## config.mk

```make
export PLATFORM = sky130hd
export DESIGN_NAME = spi_minion_top
export DESIGN_NICKNAME = d
export VERILOG_FILES = /design/src/spi_pkg.sv /design/src/spi_msg_if.sv /design/src/spi_sync.sv /design/src/spi_minion.sv /design/src/spi_msg_adapter.sv /design/src/spi_minion_top.sv
export VERILOG_INCLUDE_DIRS = /design/src
export SDC_FILE = /design/constraint.sdc
export NUM_CORES = 1
export LEC_CHECK = 0
export BUFFER_PORTS_ARGS = -buffer_cell sky130_fd_sc_hd__buf_4
export CAP_MARGIN = 20
export CELL_PAD_IN_SITES_DETAIL_PLACEMENT = 1
export CELL_PAD_IN_SITES_GLOBAL_PLACEMENT = 1
export CORE_AREA = 5 5 103 105
export DETAILED_ROUTE_END_ITERATION = 6
export DIE_AREA = 0 0 108 110
export PLACE_DENSITY_LB_ADDON = 0.1
export SLEW_MARGIN = 20
export SYNTH_ARGS = -nofsm -noshare
export SYNTH_HDL_FRONTEND = slang
export SYNTH_HIERARCHICAL = 1
export SYNTH_SLANG_ARGS = --single-unit
```

## constraint.sdc

```tcl
create_clock -name clk -period 2.64 [get_ports clk]
set_input_delay 0.396 -clock clk [delete_from_list [all_inputs] [get_ports clk]]
set_output_delay 0.396 -clock clk [all_outputs]
set_load 0.02 [all_outputs]
```

## src/spi_cfg.svh

```systemverilog
//--------------------------------------------------------------------------
// Build-time sizing of the SPI minion subsystem: frame width, FIFO depths
// and the width of the RX credit counter. Include wherever a macro is read.
//--------------------------------------------------------------------------
`ifndef SPI_CFG_SVH
`define SPI_CFG_SVH

// Bits per SPI frame, top two bits are header
`define SPI_NBITS 8

// FIFO depths, powers of two
`define SPI_TX_DEPTH 4
`define SPI_RX_DEPTH 4

// Must hold the larger of the two depths
`define SPI_CREDIT_W 3

`endif

```

## src/spi_pkg.sv

```systemverilog
//--------------------------------------------------------------------------
// Shared types of the SPI minion subsystem. Referenced by scoped name
// (spi_pkg::name) from the RTL and the testbench.
//--------------------------------------------------------------------------
`include "spi_cfg.svh"

package spi_pkg;

  // One frame as shifted on the wire
  typedef logic [`SPI_NBITS-1:0] spi_word_t;

  // Frame without the two header bits, covered by parity
  typedef logic [`SPI_NBITS-3:0] spi_payload_t;

  // FIFO pointers carry one extra wrap bit
  typedef logic [$clog2(`SPI_TX_DEPTH):0] spi_tx_ptr_t;
  typedef logic [$clog2(`SPI_RX_DEPTH):0] spi_rx_ptr_t;

  typedef logic [`SPI_CREDIT_W-1:0] spi_credit_t;

endpackage

```

## src/spi_msg_if.sv

```systemverilog
//--------------------------------------------------------------------------
// Pull and push message bundle between the SPI minion and the adapter.
// The minion requests a TX word on pull and hands over an RX word on push.
//--------------------------------------------------------------------------
`timescale 1ns/1ns

interface spi_msg_if;

  // Pull side, word presented in the same cycle as pull_en
  logic               pull_en;
  spi_pkg::spi_word_t pull_msg;

  // Push side, word and parity valid with push_en
  logic               push_en;
  spi_pkg::spi_word_t push_msg;
  logic               parity;

  modport minion (
    output pull_en, push_en, push_msg, parity,
    input  pull_msg
  );

  modport adapter (
    input  pull_en, push_en, push_msg, parity,
    output pull_msg
  );

endinterface

```

## src/spi_sync.sv

```systemverilog
//--------------------------------------------------------------------------
// Brings one asynchronous SPI pin into the clk domain and flags its edges.
// out follows the pin after two cycles, rise and fall one cycle later.
//--------------------------------------------------------------------------
`timescale 1ns/1ns

module spi_sync #(
  parameter logic reset_level = 1'b0
) (
  input  logic clk,
  input  logic reset,
  input  logic pin,
  output logic out,
  output logic rise,
  output logic fall
);

  logic meta;
  logic out_d;

  always_ff @(posedge clk) begin
    if (reset) begin
      meta  <= reset_level;
      out   <= reset_level;
      out_d <= reset_level;
      rise  <= 1'b0;
      fall  <= 1'b0;
    end else begin
      meta  <= pin;
      out   <= meta;
      out_d <= out;
      // Edge pulses registered off the settled copy
      rise  <= out & ~out_d;
      fall  <= ~out & out_d;
    end
  end

endmodule

```

## src/spi_minion.sv

```systemverilog
//--------------------------------------------------------------------------
// SPI mode-0 minion. Samples mosi on sclk rise and updates miso on sclk
// fall, one frame per chip-select window, MSB first.
//--------------------------------------------------------------------------
`timescale 1ns/1ns
`include "spi_cfg.svh"

module spi_minion (
  input  logic      clk,
  input  logic      reset,
  input  logic      cs,
  input  logic      sclk,
  input  logic      mosi,
  output logic      miso,
  spi_msg_if.minion msg
);

  logic cs_s;
  logic cs_rise;
  logic cs_fall;
  logic sclk_rise;
  logic sclk_fall;
  logic mosi_s;

  spi_pkg::spi_word_t    in_shreg;
  spi_pkg::spi_word_t    out_shreg;
  spi_pkg::spi_payload_t payload;

  // cs idles high
  spi_sync #(.reset_level(1'b1)) cs_sync (
    .clk(clk), .reset(reset), .pin(cs),
    .out(cs_s), .rise(cs_rise), .fall(cs_fall)
  );

  spi_sync #(.reset_level(1'b0)) sclk_sync (
    .clk(clk), .reset(reset), .pin(sclk),
    .out(), .rise(sclk_rise), .fall(sclk_fall)
  );

  spi_sync #(.reset_level(1'b0)) mosi_sync (
    .clk(clk), .reset(reset), .pin(mosi),
    .out(mosi_s), .rise(), .fall()
  );

  // Receive path
  always_ff @(posedge clk) begin
    if (!cs_s && sclk_rise)
      in_shreg <= {in_shreg[`SPI_NBITS-2:0], mosi_s};
  end

  // Transmit path, cleared so miso idles low
  always_ff @(posedge clk) begin
    if (reset)
      out_shreg <= '0;
    else if (msg.pull_en)
      out_shreg <= msg.pull_msg;
    else if (!cs_s && sclk_fall)
      out_shreg <= {out_shreg[`SPI_NBITS-2:0], 1'b0};
  end

  assign miso        = out_shreg[`SPI_NBITS-1];
  assign msg.pull_en = cs_fall;
  assign msg.push_en = cs_rise;
  assign msg.push_msg = in_shreg;
  assign payload     = in_shreg[`SPI_NBITS-3:0];
  assign msg.parity  = (^payload) & cs_rise;

  // Master keeps sclk idle while cs is high
  assert property (@(posedge clk) disable iff (reset) (sclk_rise || sclk_fall) |-> !cs_s);

endmodule

```

## src/spi_msg_adapter.sv

```systemverilog
//--------------------------------------------------------------------------
// Buffers between the SPI minion and the host. TX words queue until a pull,
// RX words and parity queue until the host grants credit. Sticky flags
// report pulls from an empty TX FIFO and pushes into a full RX FIFO.
//--------------------------------------------------------------------------
`timescale 1ns/1ns
`include "spi_cfg.svh"

module spi_msg_adapter (
  input  logic               clk,
  input  logic               reset,
  spi_msg_if.adapter         msg,
  input  logic               tx_valid,
  input  spi_pkg::spi_word_t tx_data,
  output logic               tx_credit,
  output logic               rx_valid,
  output spi_pkg::spi_word_t rx_data,
  output logic               rx_parity,
  input  logic               rx_credit,
  output logic               tx_underflow,
  output logic               rx_overflow
);

  localparam int TX_AW = $clog2(`SPI_TX_DEPTH);
  localparam int RX_AW = $clog2(`SPI_RX_DEPTH);

  //--------------------------------------------------------------------------
  // TX FIFO, host writes, pull reads
  //--------------------------------------------------------------------------
  spi_pkg::spi_word_t   tx_mem [`SPI_TX_DEPTH];
  spi_pkg::spi_tx_ptr_t tx_wr_ptr;
  spi_pkg::spi_tx_ptr_t tx_rd_ptr;
  logic                 tx_empty;
  logic                 tx_full;
  logic                 tx_pop;

  assign tx_empty = (tx_wr_ptr == tx_rd_ptr);
  assign tx_full  = ((tx_wr_ptr - tx_rd_ptr) == spi_pkg::spi_tx_ptr_t'(`SPI_TX_DEPTH));
  assign tx_pop   = msg.pull_en & ~tx_empty;

  // Empty FIFO shifts out zeros
  assign msg.pull_msg = tx_empty ? '0 : tx_mem[tx_rd_ptr[TX_AW-1:0]];

  always_ff @(posedge clk) begin
    if (tx_valid)
      tx_mem[tx_wr_ptr[TX_AW-1:0]] <= tx_data;
  end

  always_ff @(posedge clk) begin
    if (reset) begin
      tx_wr_ptr    <= '0;
      tx_rd_ptr    <= '0;
      tx_credit    <= 1'b0;
      tx_underflow <= 1'b0;
    end else begin
      if (tx_valid)
        tx_wr_ptr <= tx_wr_ptr + 1'b1;
      if (tx_pop)
        tx_rd_ptr <= tx_rd_ptr + 1'b1;
      // Slot freed, hand the credit back
      tx_credit <= tx_pop;
      if (msg.pull_en && tx_empty)
        tx_underflow <= 1'b1;
    end
  end

  //--------------------------------------------------------------------------
  // RX FIFO, push writes, credited reads
  //--------------------------------------------------------------------------
  logic [`SPI_NBITS:0]  rx_mem [`SPI_RX_DEPTH];
  spi_pkg::spi_rx_ptr_t rx_wr_ptr;
  spi_pkg::spi_rx_ptr_t rx_rd_ptr;
  spi_pkg::spi_credit_t rx_credits;
  logic                 rx_empty;
  logic                 rx_full;
  logic                 rx_push;

  assign rx_empty = (rx_wr_ptr == rx_rd_ptr);
  assign rx_full  = ((rx_wr_ptr - rx_rd_ptr) == spi_pkg::spi_rx_ptr_t'(`SPI_RX_DEPTH));
  assign rx_push  = msg.push_en & ~rx_full;

  // One beat per cycle while data and credit are both there
  assign rx_valid = ~rx_empty & (rx_credits != '0);
  assign {rx_parity, rx_data} = rx_mem[rx_rd_ptr[RX_AW-1:0]];

  always_ff @(posedge clk) begin
    if (rx_push)
      rx_mem[rx_wr_ptr[RX_AW-1:0]] <= {msg.parity, msg.push_msg};
  end

  always_ff @(posedge clk) begin
    if (reset) begin
      rx_wr_ptr   <= '0;
      rx_rd_ptr   <= '0;
      rx_credits  <= '0;
      rx_overflow <= 1'b0;
    end else begin
      if (rx_push)
        rx_wr_ptr <= rx_wr_ptr + 1'b1;
      if (rx_valid)
        rx_rd_ptr <= rx_rd_ptr + 1'b1;
      if (rx_credit && !rx_valid)
        rx_credits <= rx_credits + 1'b1;
      else if (!rx_credit && rx_valid)
        rx_credits <= rx_credits - 1'b1;
      // Frame is dropped when full
      if (msg.push_en && rx_full)
        rx_overflow <= 1'b1;
    end
  end

  // Host sent without holding a credit
  assert property (@(posedge clk) disable iff (reset) tx_valid |-> !tx_full);

  assert property (@(posedge clk) disable iff (reset)
    !(rx_credit && !rx_valid && (&rx_credits)));

endmodule

```

## src/spi_minion_top.sv

```systemverilog
//--------------------------------------------------------------------------
// Top level of the SPI minion subsystem. Joins the minion and the host
// adapter through the message interface and exposes plain pins and streams.
//--------------------------------------------------------------------------
`timescale 1ns/1ns

module spi_minion_top (
  input  logic               clk,
  input  logic               reset,
  input  logic               cs,
  input  logic               sclk,
  input  logic               mosi,
  output logic               miso,
  input  logic               tx_valid,
  input  spi_pkg::spi_word_t tx_data,
  output logic               tx_credit,
  output logic               rx_valid,
  output spi_pkg::spi_word_t rx_data,
  output logic               rx_parity,
  input  logic               rx_credit,
  output logic               tx_underflow,
  output logic               rx_overflow
);

  spi_msg_if msg_if ();

  // SPI pin side
  spi_minion minion (
    .clk   (clk),
    .reset (reset),
    .cs    (cs),
    .sclk  (sclk),
    .mosi  (mosi),
    .miso  (miso),
    .msg   (msg_if.minion)
  );

  // Host stream side
  spi_msg_adapter adapter (
    .clk          (clk),
    .reset        (reset),
    .msg          (msg_if.adapter),
    .tx_valid     (tx_valid),
    .tx_data      (tx_data),
    .tx_credit    (tx_credit),
    .rx_valid     (rx_valid),
    .rx_data      (rx_data),
    .rx_parity    (rx_parity),
    .rx_credit    (rx_credit),
    .tx_underflow (tx_underflow),
    .rx_overflow  (rx_overflow)
  );

endmodule

```

# Word level (Yosys, flattened, before mapping)
# Memories as Yosys holds them, arrays and structs flattened. A register that Yosys moved wholly into a read port is not among the register bits.
# Index checks and enable logic that the tools add are counted.
# Widths: inputs -> output; s select.
classes:
  addsub: 7
  n_eq_ne: 3
  muxes: 13
  bitwise: 15
  reduce_logical: 13
op_table:
  columns: ["operator", "count"]
  rows:
  - ["$mux 8", 3]
  - ["$add 3x1->3 const B", 5]
  - ["$and 1x1->1", 8]
  - ["$mux 2", 4]
  - ["$not 1->1", 7]
  - ["$eq 3x3->1", 2]
  - ["$logic_and 1x1->1", 6]
  - ["$mux 3", 2]
  - ["$reduce_xor 6->1", 1]
  - ["$mux 1", 4]
  - ["$reduce_bool 2->1", 2]
  - ["$eq 3x3->1 const B", 1]
  - ["$logic_not 1->1", 3]
  - ["$reduce_bool 3->1", 1]
  - ["$sub 3x1->3 const B", 1]
  - ["$sub 3x3->3", 1]
totals:
  reg_bits: 46
  mem_bits_rw: 68
  in_bits: 15
  elab_cells: 75
  n_memories: 2
memory_table:
  columns: ["name", "depth", "width", "read_ports", "rd_clocked_by_memory_dff", "wr", "line_no", "rtl"]
  rows:
  - ["adapter.rx_mem", 4, 9, 1, 1, 1, "spi_msg_adapter.sv:70", "logic [`SPI_NBITS:0] rx_mem [`SPI_RX_DEPTH];"]
  - ["adapter.tx_mem", 4, 8, 1, 1, 1, "spi_msg_adapter.sv:30", "spi_pkg::spi_word_t tx_mem [`SPI_TX_DEPTH];"]

# Longest topological paths before layout
# Gate-level depths: netlist of run 1.
depth:
  ltp_word: 6
  mapped_depth: 12
  ltp_nobuf: 11

# Modules after synthesis
# The synthesis of run 1 kept the hierarchy.
modules_own_cells:
  columns: ["module", "instances", "cells_per_inst", "area_per_inst_um2", "seq_area_each_um2"]
  rows:
  - ["spi_msg_adapter", 1, 210, 3622.2, 2482.4]
  - ["spi_minion", 1, 57, 732.0, 400.4]
  - ["spi_sync", 3, 10, 133.9, 100.1]

# Worst setup path after synthesis of run 1
# OpenSTA, ideal clock, no wires.
synth_timing:
  path_type: "register to register"
  startpoint: "register adapter.rx_wr_ptr[0]"
  endpoint: "register adapter.rx_credits[2]"
  arrival_ps: 2408
  required_ps: 2569
  slack_ps: 162
  stages_incl_launch_ff: 13
  n_path_buf: 1
  period_less_slack_ps: 2478
  path_cell_list: "dfxtp_1 > inv_1 > ha_1 > nand2_1 > o32a_1 > buf_2 > inv_1 > ha_1 > inv_1 > fa_1 > xor2_1 > or3_1 > a21oi_1"
synth_between:
  elab_chain_len: 6
  word_cells_on_any_way: 8
  cone_classes: "eq/ne: 1; mux: 1; bitwise: 2; reduce/logical: 4"
synth_rtl:
  columns: ["element", "line_no", "rtl"]
  rows:
  - ["start: declaration", "spi_msg_adapter.sv:71", "spi_pkg::spi_rx_ptr_t rx_wr_ptr;"]
  - ["start signal: assignment", "spi_msg_adapter.sv:99", "rx_wr_ptr <= rx_wr_ptr + 1'b1;"]
  - ["$eq 3x3->1 *", "spi_msg_adapter.sv:78", "assign rx_empty = (rx_wr_ptr == rx_rd_ptr);"]
  - ["$not 1->1 *", "spi_msg_adapter.sv:83", "assign rx_valid = ~rx_empty & (rx_credits != '0);"]
  - ["$and 1x1->1 *", "spi_msg_adapter.sv:83", null]
  - ["named net rx_valid", "spi_minion_top.sv:17", "output logic rx_valid,"]
  - ["$logic_not 1->1", "spi_msg_adapter.sv:102", "if (rx_credit && !rx_valid)"]
  - ["$logic_and 1x1->1", "spi_msg_adapter.sv:102", null]
  - ["$mux 3 or $reduce_bool 2->1 (tied branches)", null, null]
  - ["end signal: assignment", "spi_msg_adapter.sv:103", "rx_credits <= rx_credits + 1'b1;"]
  - ["end signal: assignment", "spi_msg_adapter.sv:105", "rx_credits <= rx_credits - 1'b1;"]
  - ["end: declaration", "spi_msg_adapter.sv:73", "spi_pkg::spi_credit_t rx_credits;"]
# Mark *: on every way through the listed nets, which the timed path passes. The rest lies on a longest branch.
# A chain may end at the register's enable or synchronous reset.

# Final worst setup path of run 1
layout_timing:
  startpoint: "register adapter.rx_wr_ptr[0]"
  endpoint: "register adapter.rx_credits[2]"
layout_between:
  elab_chain_len: 6
  word_cells_on_any_way: 8
  cone_classes: "eq/ne: 1; mux: 1; bitwise: 2; reduce/logical: 4"
layout_rtl:
  columns: ["element", "line_no"]
  rows:
  - ["$eq 3x3->1 *", "spi_msg_adapter.sv:78"]
  - ["$not 1->1 *", "spi_msg_adapter.sv:83"]
  - ["$and 1x1->1 *", "spi_msg_adapter.sv:83"]
  - ["$logic_not 1->1", "spi_msg_adapter.sv:102"]
  - ["$logic_and 1x1->1", "spi_msg_adapter.sv:102"]
  - ["$mux 3 or $reduce_bool 2->1 (tied branches)", null]
# Every way passes the cells marked *; elsewhere a longest branch is shown, timed or not.

==> results.toml, run 1 <==
[detailed_routing]
drtAntennaViolNets = 0
drc = 0
drtIter0Drc = 64
routed_wl_mm = 8.55
dr.pass1.iters = 4
wl_per_cell_um = 17.9
vias = 2463
via_per_inst = 5.15

[layout]
final_net_count = 361
final_cell_mix = "edfxtp_1 (76), dfxtp_1 (42), buf_4 (32)"
layout_commonest_cell = "edfxtp_1"
finish.instance_area_um2 = 5630
layout-drive-gt1-share = 0.275
area_delta_synth_final_pct = 20.3
antennaDiodeCount = 0
fin_util = 0.589
layout.cells.non_filler = 478

[critical_path]
cp-end-kind = "flop"
cp_max_fo = 4
worst_setup_path_start_kind = "flop"
crit_end = "adapter/rx_credits[2]"
critical_path_arrival_ps = 2910
reg2reg_depth = 11
regToRegSetupSlack_ps = 170
cp-startpoint = "adapter/rx_wr_ptr[0]"
r2r-end = "adapter/rx_credits[2]"
path_class = "flop to flop"
r2r_start = "adapter/rx_wr_ptr[0]"
required_ps = 3080

[floorplan]
rows = 36
die-area_um2 = 11900
fp.dieH_um = 110
ios = 29
die_w_um = 108
start_util = 0.490
core_region_area_um2 = 9550

[clock_network]
numCtsBuffers = 17
h-tree-depth = 4
cts.hold.buffers_added = 0
cts_resized = 0
clock_path_buffers = 2
clkLatencyLatePin_ps = 510
clkTransAtPathRegs_ps = 60
root_buffer = "clkbuf_8"
cts_tree = "built"
cts_setup_buffers = 0
clock-sinks = 118

[sta]
hold_ws_ps = 65.3
fmax_mhz = 405
setup_ws_ps = 171
period_share = 0.935
maxSlewViolCount = 0
period_needed_ps = 2470
relSlewSlack = 0.568
clock_skew_ps = 10.0
hold_viol_final = 0
setup_viol = 0
worstMarginPinSlew_ps = 645
tns_ps = 0
grt_setup_unrepaired = "no"

[synth]
synth_fp_nets = 320
syn_avg_cell_area_um2 = 16.1
syn_area_um2 = 4670
ys_warn_count = 6
postSynthCellCount = 291

[grt]
grt_pass1_vias = 2699
antenna_found_initial = 0
grt_first_pass_wirelength_mm = 14.2
grtUsageTotal = 0.162
grt_max_degree = 45
grt-ovfl-total = 0

[worst_hold_path]
hold_path.class = "primary input to flop"

[placement]
place_hpwl_mm = 5.37
place_inst = 446
place.gp.congestion = 0.667
post_dp_cell_area_um2 = 5030
io_buffers = 28
place_ws_ps = 150

[outcome]
status = "finished clean"

[power_and_ir_drop]
power_leakage_nw = 2.07
ir_worst_vdd_mv = 0.480
p_total_mw = 4.53
power_density_nw_per_um2 = 806

[job]
maxCapViolCount = 0
how the worst min path moves through the flow:
stage                                   start                  end  slack (ps)  cells after the start
after global placement    minion/cs_sync/meta   minion/cs_sync/out         390                      1
after floorplan           minion/cs_sync/meta   minion/cs_sync/out         390                      1
after detailed placement  minion/cs_sync/meta   minion/cs_sync/out         400                      1
after global routing                       cs  minion/cs_sync/meta          50                      2
final                                      cs  minion/cs_sync/meta          70                      2
after CTS                                  cs  minion/cs_sync/meta          40                      2
flip-flops by register name, summed over array words and instances (netlist names), 3 cells and up, named ones only:
signal / cells
adapter/rx_credits: 3
adapter/rx_mem: 36
adapter/rx_rd_ptr: 3
adapter/rx_wr_ptr: 3
adapter/tx_mem: 32
adapter/tx_rd_ptr: 3
adapter/tx_wr_ptr: 3
minion/msg.push_msg: 8
minion/out_shreg: 8
cell type report:
type	count	area (um2)
Fill cell	903	3920
Sequential cell	118	3120
Multi-Input combinational cell	147	1440
Clock buffer	17	414
Timing Repair Buffer	32	240
Clock inverter	15	180
Tap cell	133	166
Inverter	16	60.1
routing by layer:
layer | vias up | GRT usage | share of wire
met5 | - | 0 | 0
met4 | 0 | 0.0649 | 0.012
met3 | 10 | 0.0472 | 0.040
met2 | 48 | 0.268 | 0.51
met1 | 1259 | 0.203 | 0.44
li1 | 1146 | - | -
critical path: stages (launching register included):
cell and delay [ps]:
dfxtp_1 380, inv_1 110, ha_1 390, nand2_1 80, o32a_1 170, inv_1 60, ha_1 180, inv_1 70
fa_1 370, xor2_1 160, or3_1 300, a21oi_1 140
where the power goes:
part	switching (mW)	internal, mW	total (mW)
Sequential	0.0315	2.01	2.04
Combinational	0.122	0.109	0.231
Clock	0.823	1.44	2.26
Total	0.977	3.56	4.53
Note: power is estimated with default switching activity, not from simulation.
==> run 2, diff against run 1 <==
- ABC_AREA: not set -> 1
- CORE_AREA: 5 5 103 105 -> 5 5 133 135
- DIE_AREA: 0 0 108 110 -> 0 0 138 140
- PLACE_DENSITY: not set -> 0.58
- PLACE_DENSITY_LB_ADDON: 0.1 -> not set
==> run 2 against run 1 <==
  * Maximum frequency grew 6.1%
  * Critical path depth is the same
  * Synthesized area grew 1.7%
==> results.toml, run 2 <==
[grt]
use_met3 = 0.0375
met1_usage = 0.132
grt_max_degree = 28
grt_pass1_vias = 3411
busiest_layer = "met2"
grtUsageTotal = 0.109
grt_util_met2 = 0.176
grt-ovfl-total = 0
grt_first_pass_wirelength_mm = 16.8
antenna_found_initial = 0

[detailed_routing]
drc = 0
drtIter0Drc = 143
dr.pass1.iters = 4
drtAntennaViolNets = 0
via_per_inst = 4.41
routed_wl_mm = 9.98
vias = 3192
wl_per_cell_um = 13.8

[layout]
layout.cells.non_filler = 723
area_delta_synth_final_pct = 22.8
final_cell_mix = "edfxtp_1 (76), nor2_1 (71), nand2_1 (65)"
antennaDiodeCount = 0
largest_register_ffs = 36
final_net_count = 521
layout-drive-gt1-share = 0.143
layout_commonest_cell = "edfxtp_1"

[critical_path]
reg2reg_depth = 11
path_depth = 11
required_ps = 2940
cp_max_fo = 8
critical_path_arrival_ps = 2630
cp-end-kind = "flop"
worst_setup_path_start_kind = "flop"
critPathMaxStageDelay_ps = 390
crit_family = "adder cells"
cp_num_buf_inv = 2
cpMaxStageDelayCell = "dfxtp_1"
critical_path.cell_chain = "inv_1, ha_1, nand2_1, o21ai_4, ha_1, inv_1, fa_1, a21oi_1, o21ai_0, o21ai_0, a21oi_1"
path_class = "flop to flop"

[sta]
clock_skew_ps = 8.27
fmax_mhz = 430
hold_viol_final = 0
tns_ps = 0
period_needed_ps = 2330
hold_ws_ps = 182
grt_setup_unrepaired = "no"
setup_viol = 0
worstMarginPinSlew_ps = 752
maxSlewViolCount = 0
period_share = 0.882
relSlewSlack = 0.497

[synth]
ys_warn_count = 6
syn_avg_cell_area_um2 = 10.6
syn_area_um2 = 4750
postSynthCellCount = 450
synth_fp_nets = 479

[clock_network]
cts_setup_buffers = 0
root_buffer = "clkbuf_16"
clkTransAtPathRegs_ps = 50
numCtsBuffers = 17
cts_resized = 0
h-tree-depth = 4
clkLatencyLatePin_ps = 410
cts.hold.buffers_added = 0
cts_tree = "built"
clock-sinks = 118
clock_path_buffers = 2

[power_and_ir_drop]
combPwrFrac = 0.155
power_leakage_nw = 2.24
power_density_nw_per_um2 = 915
intPower_mw = 3.97
clkPwrFrac = 0.453
switching_share = 0.256
ir_worst_vdd_mv = 0.512
switchingPower_mw = 1.37
p_seq_frac = 0.392

[floorplan]
die-area_um2 = 19300
start_util = 0.291
core_region_area_um2 = 16300
die_w_um = 138
fp.dieH_um = 140
ios = 29
rows = 47

[placement]
io_buffers = 28
place_hpwl_mm = 6.63
place.gp.congestion = 0.696
place_inst = 693

[outcome]
status = "finished clean"

[worst_hold_path]
worstHoldPathCells = 1
hold_path.class = "primary input to flop"

[job]
maxCapViolCount = 0
-- run 2: power groups by stage --
stage / clock network, mW / registers, mW / logic (mW)
6_report: 2.42 / 2.09 / 0.830
2_1_floorplan: 0 / 2.11 / 0.568
3_5_place_dp: 0 / 2.13 / 0.844
5_1_grt: 2.58 / 2.10 / 0.942
3_3_place_gp: 0 / 2.13 / 0.829
4_1_cts: 2.49 / 2.09 / 0.848
-- run 2: worst paths after layout --
path	end	from	slack (ps)
setup reg to reg	adapter/rx_credits[2]	adapter/rx_wr_ptr[0]	310
hold / removal	adapter/tx_mem[1][4]	tx_data[4]	180
hold reg to reg	minion/msg.push_msg[0]	minion/mosi_sync/out	400
setup / recovery	adapter/rx_credits[2]	adapter/rx_wr_ptr[0]	310
-- run 2: per-layer routing --
metal	vias to the layer above	routed length, um
met3	15	358
met1	1531	4600
met2	51	4890
li1	1595	-
met4	0	135
met5	-	0
-- run 2: area by class of cell --
type / instances / area (um2)
clock buffers: 18 / 429
clock inverters: 12 / 185
fillers: 1862 / 10500
inverters: 53 / 199
multi-input cells: 269 / 1380
flip-flops and latches: 118 / 3120
well taps: 220 / 275
repair buffers: 33 / 248
-- run 2: stage by stage --
stage	worst slack, ps	util	area (um2)	total power, mW
after detailed placement	259	0.319	5220	2.97
final	312	0.357	5840	5.34
after CTS	246	0.357	5840	5.43
after global routing	23.4	0.357	5840	5.63
after floorplan	477	-	4750	2.68
after global placement	310	0.319	5220	2.95
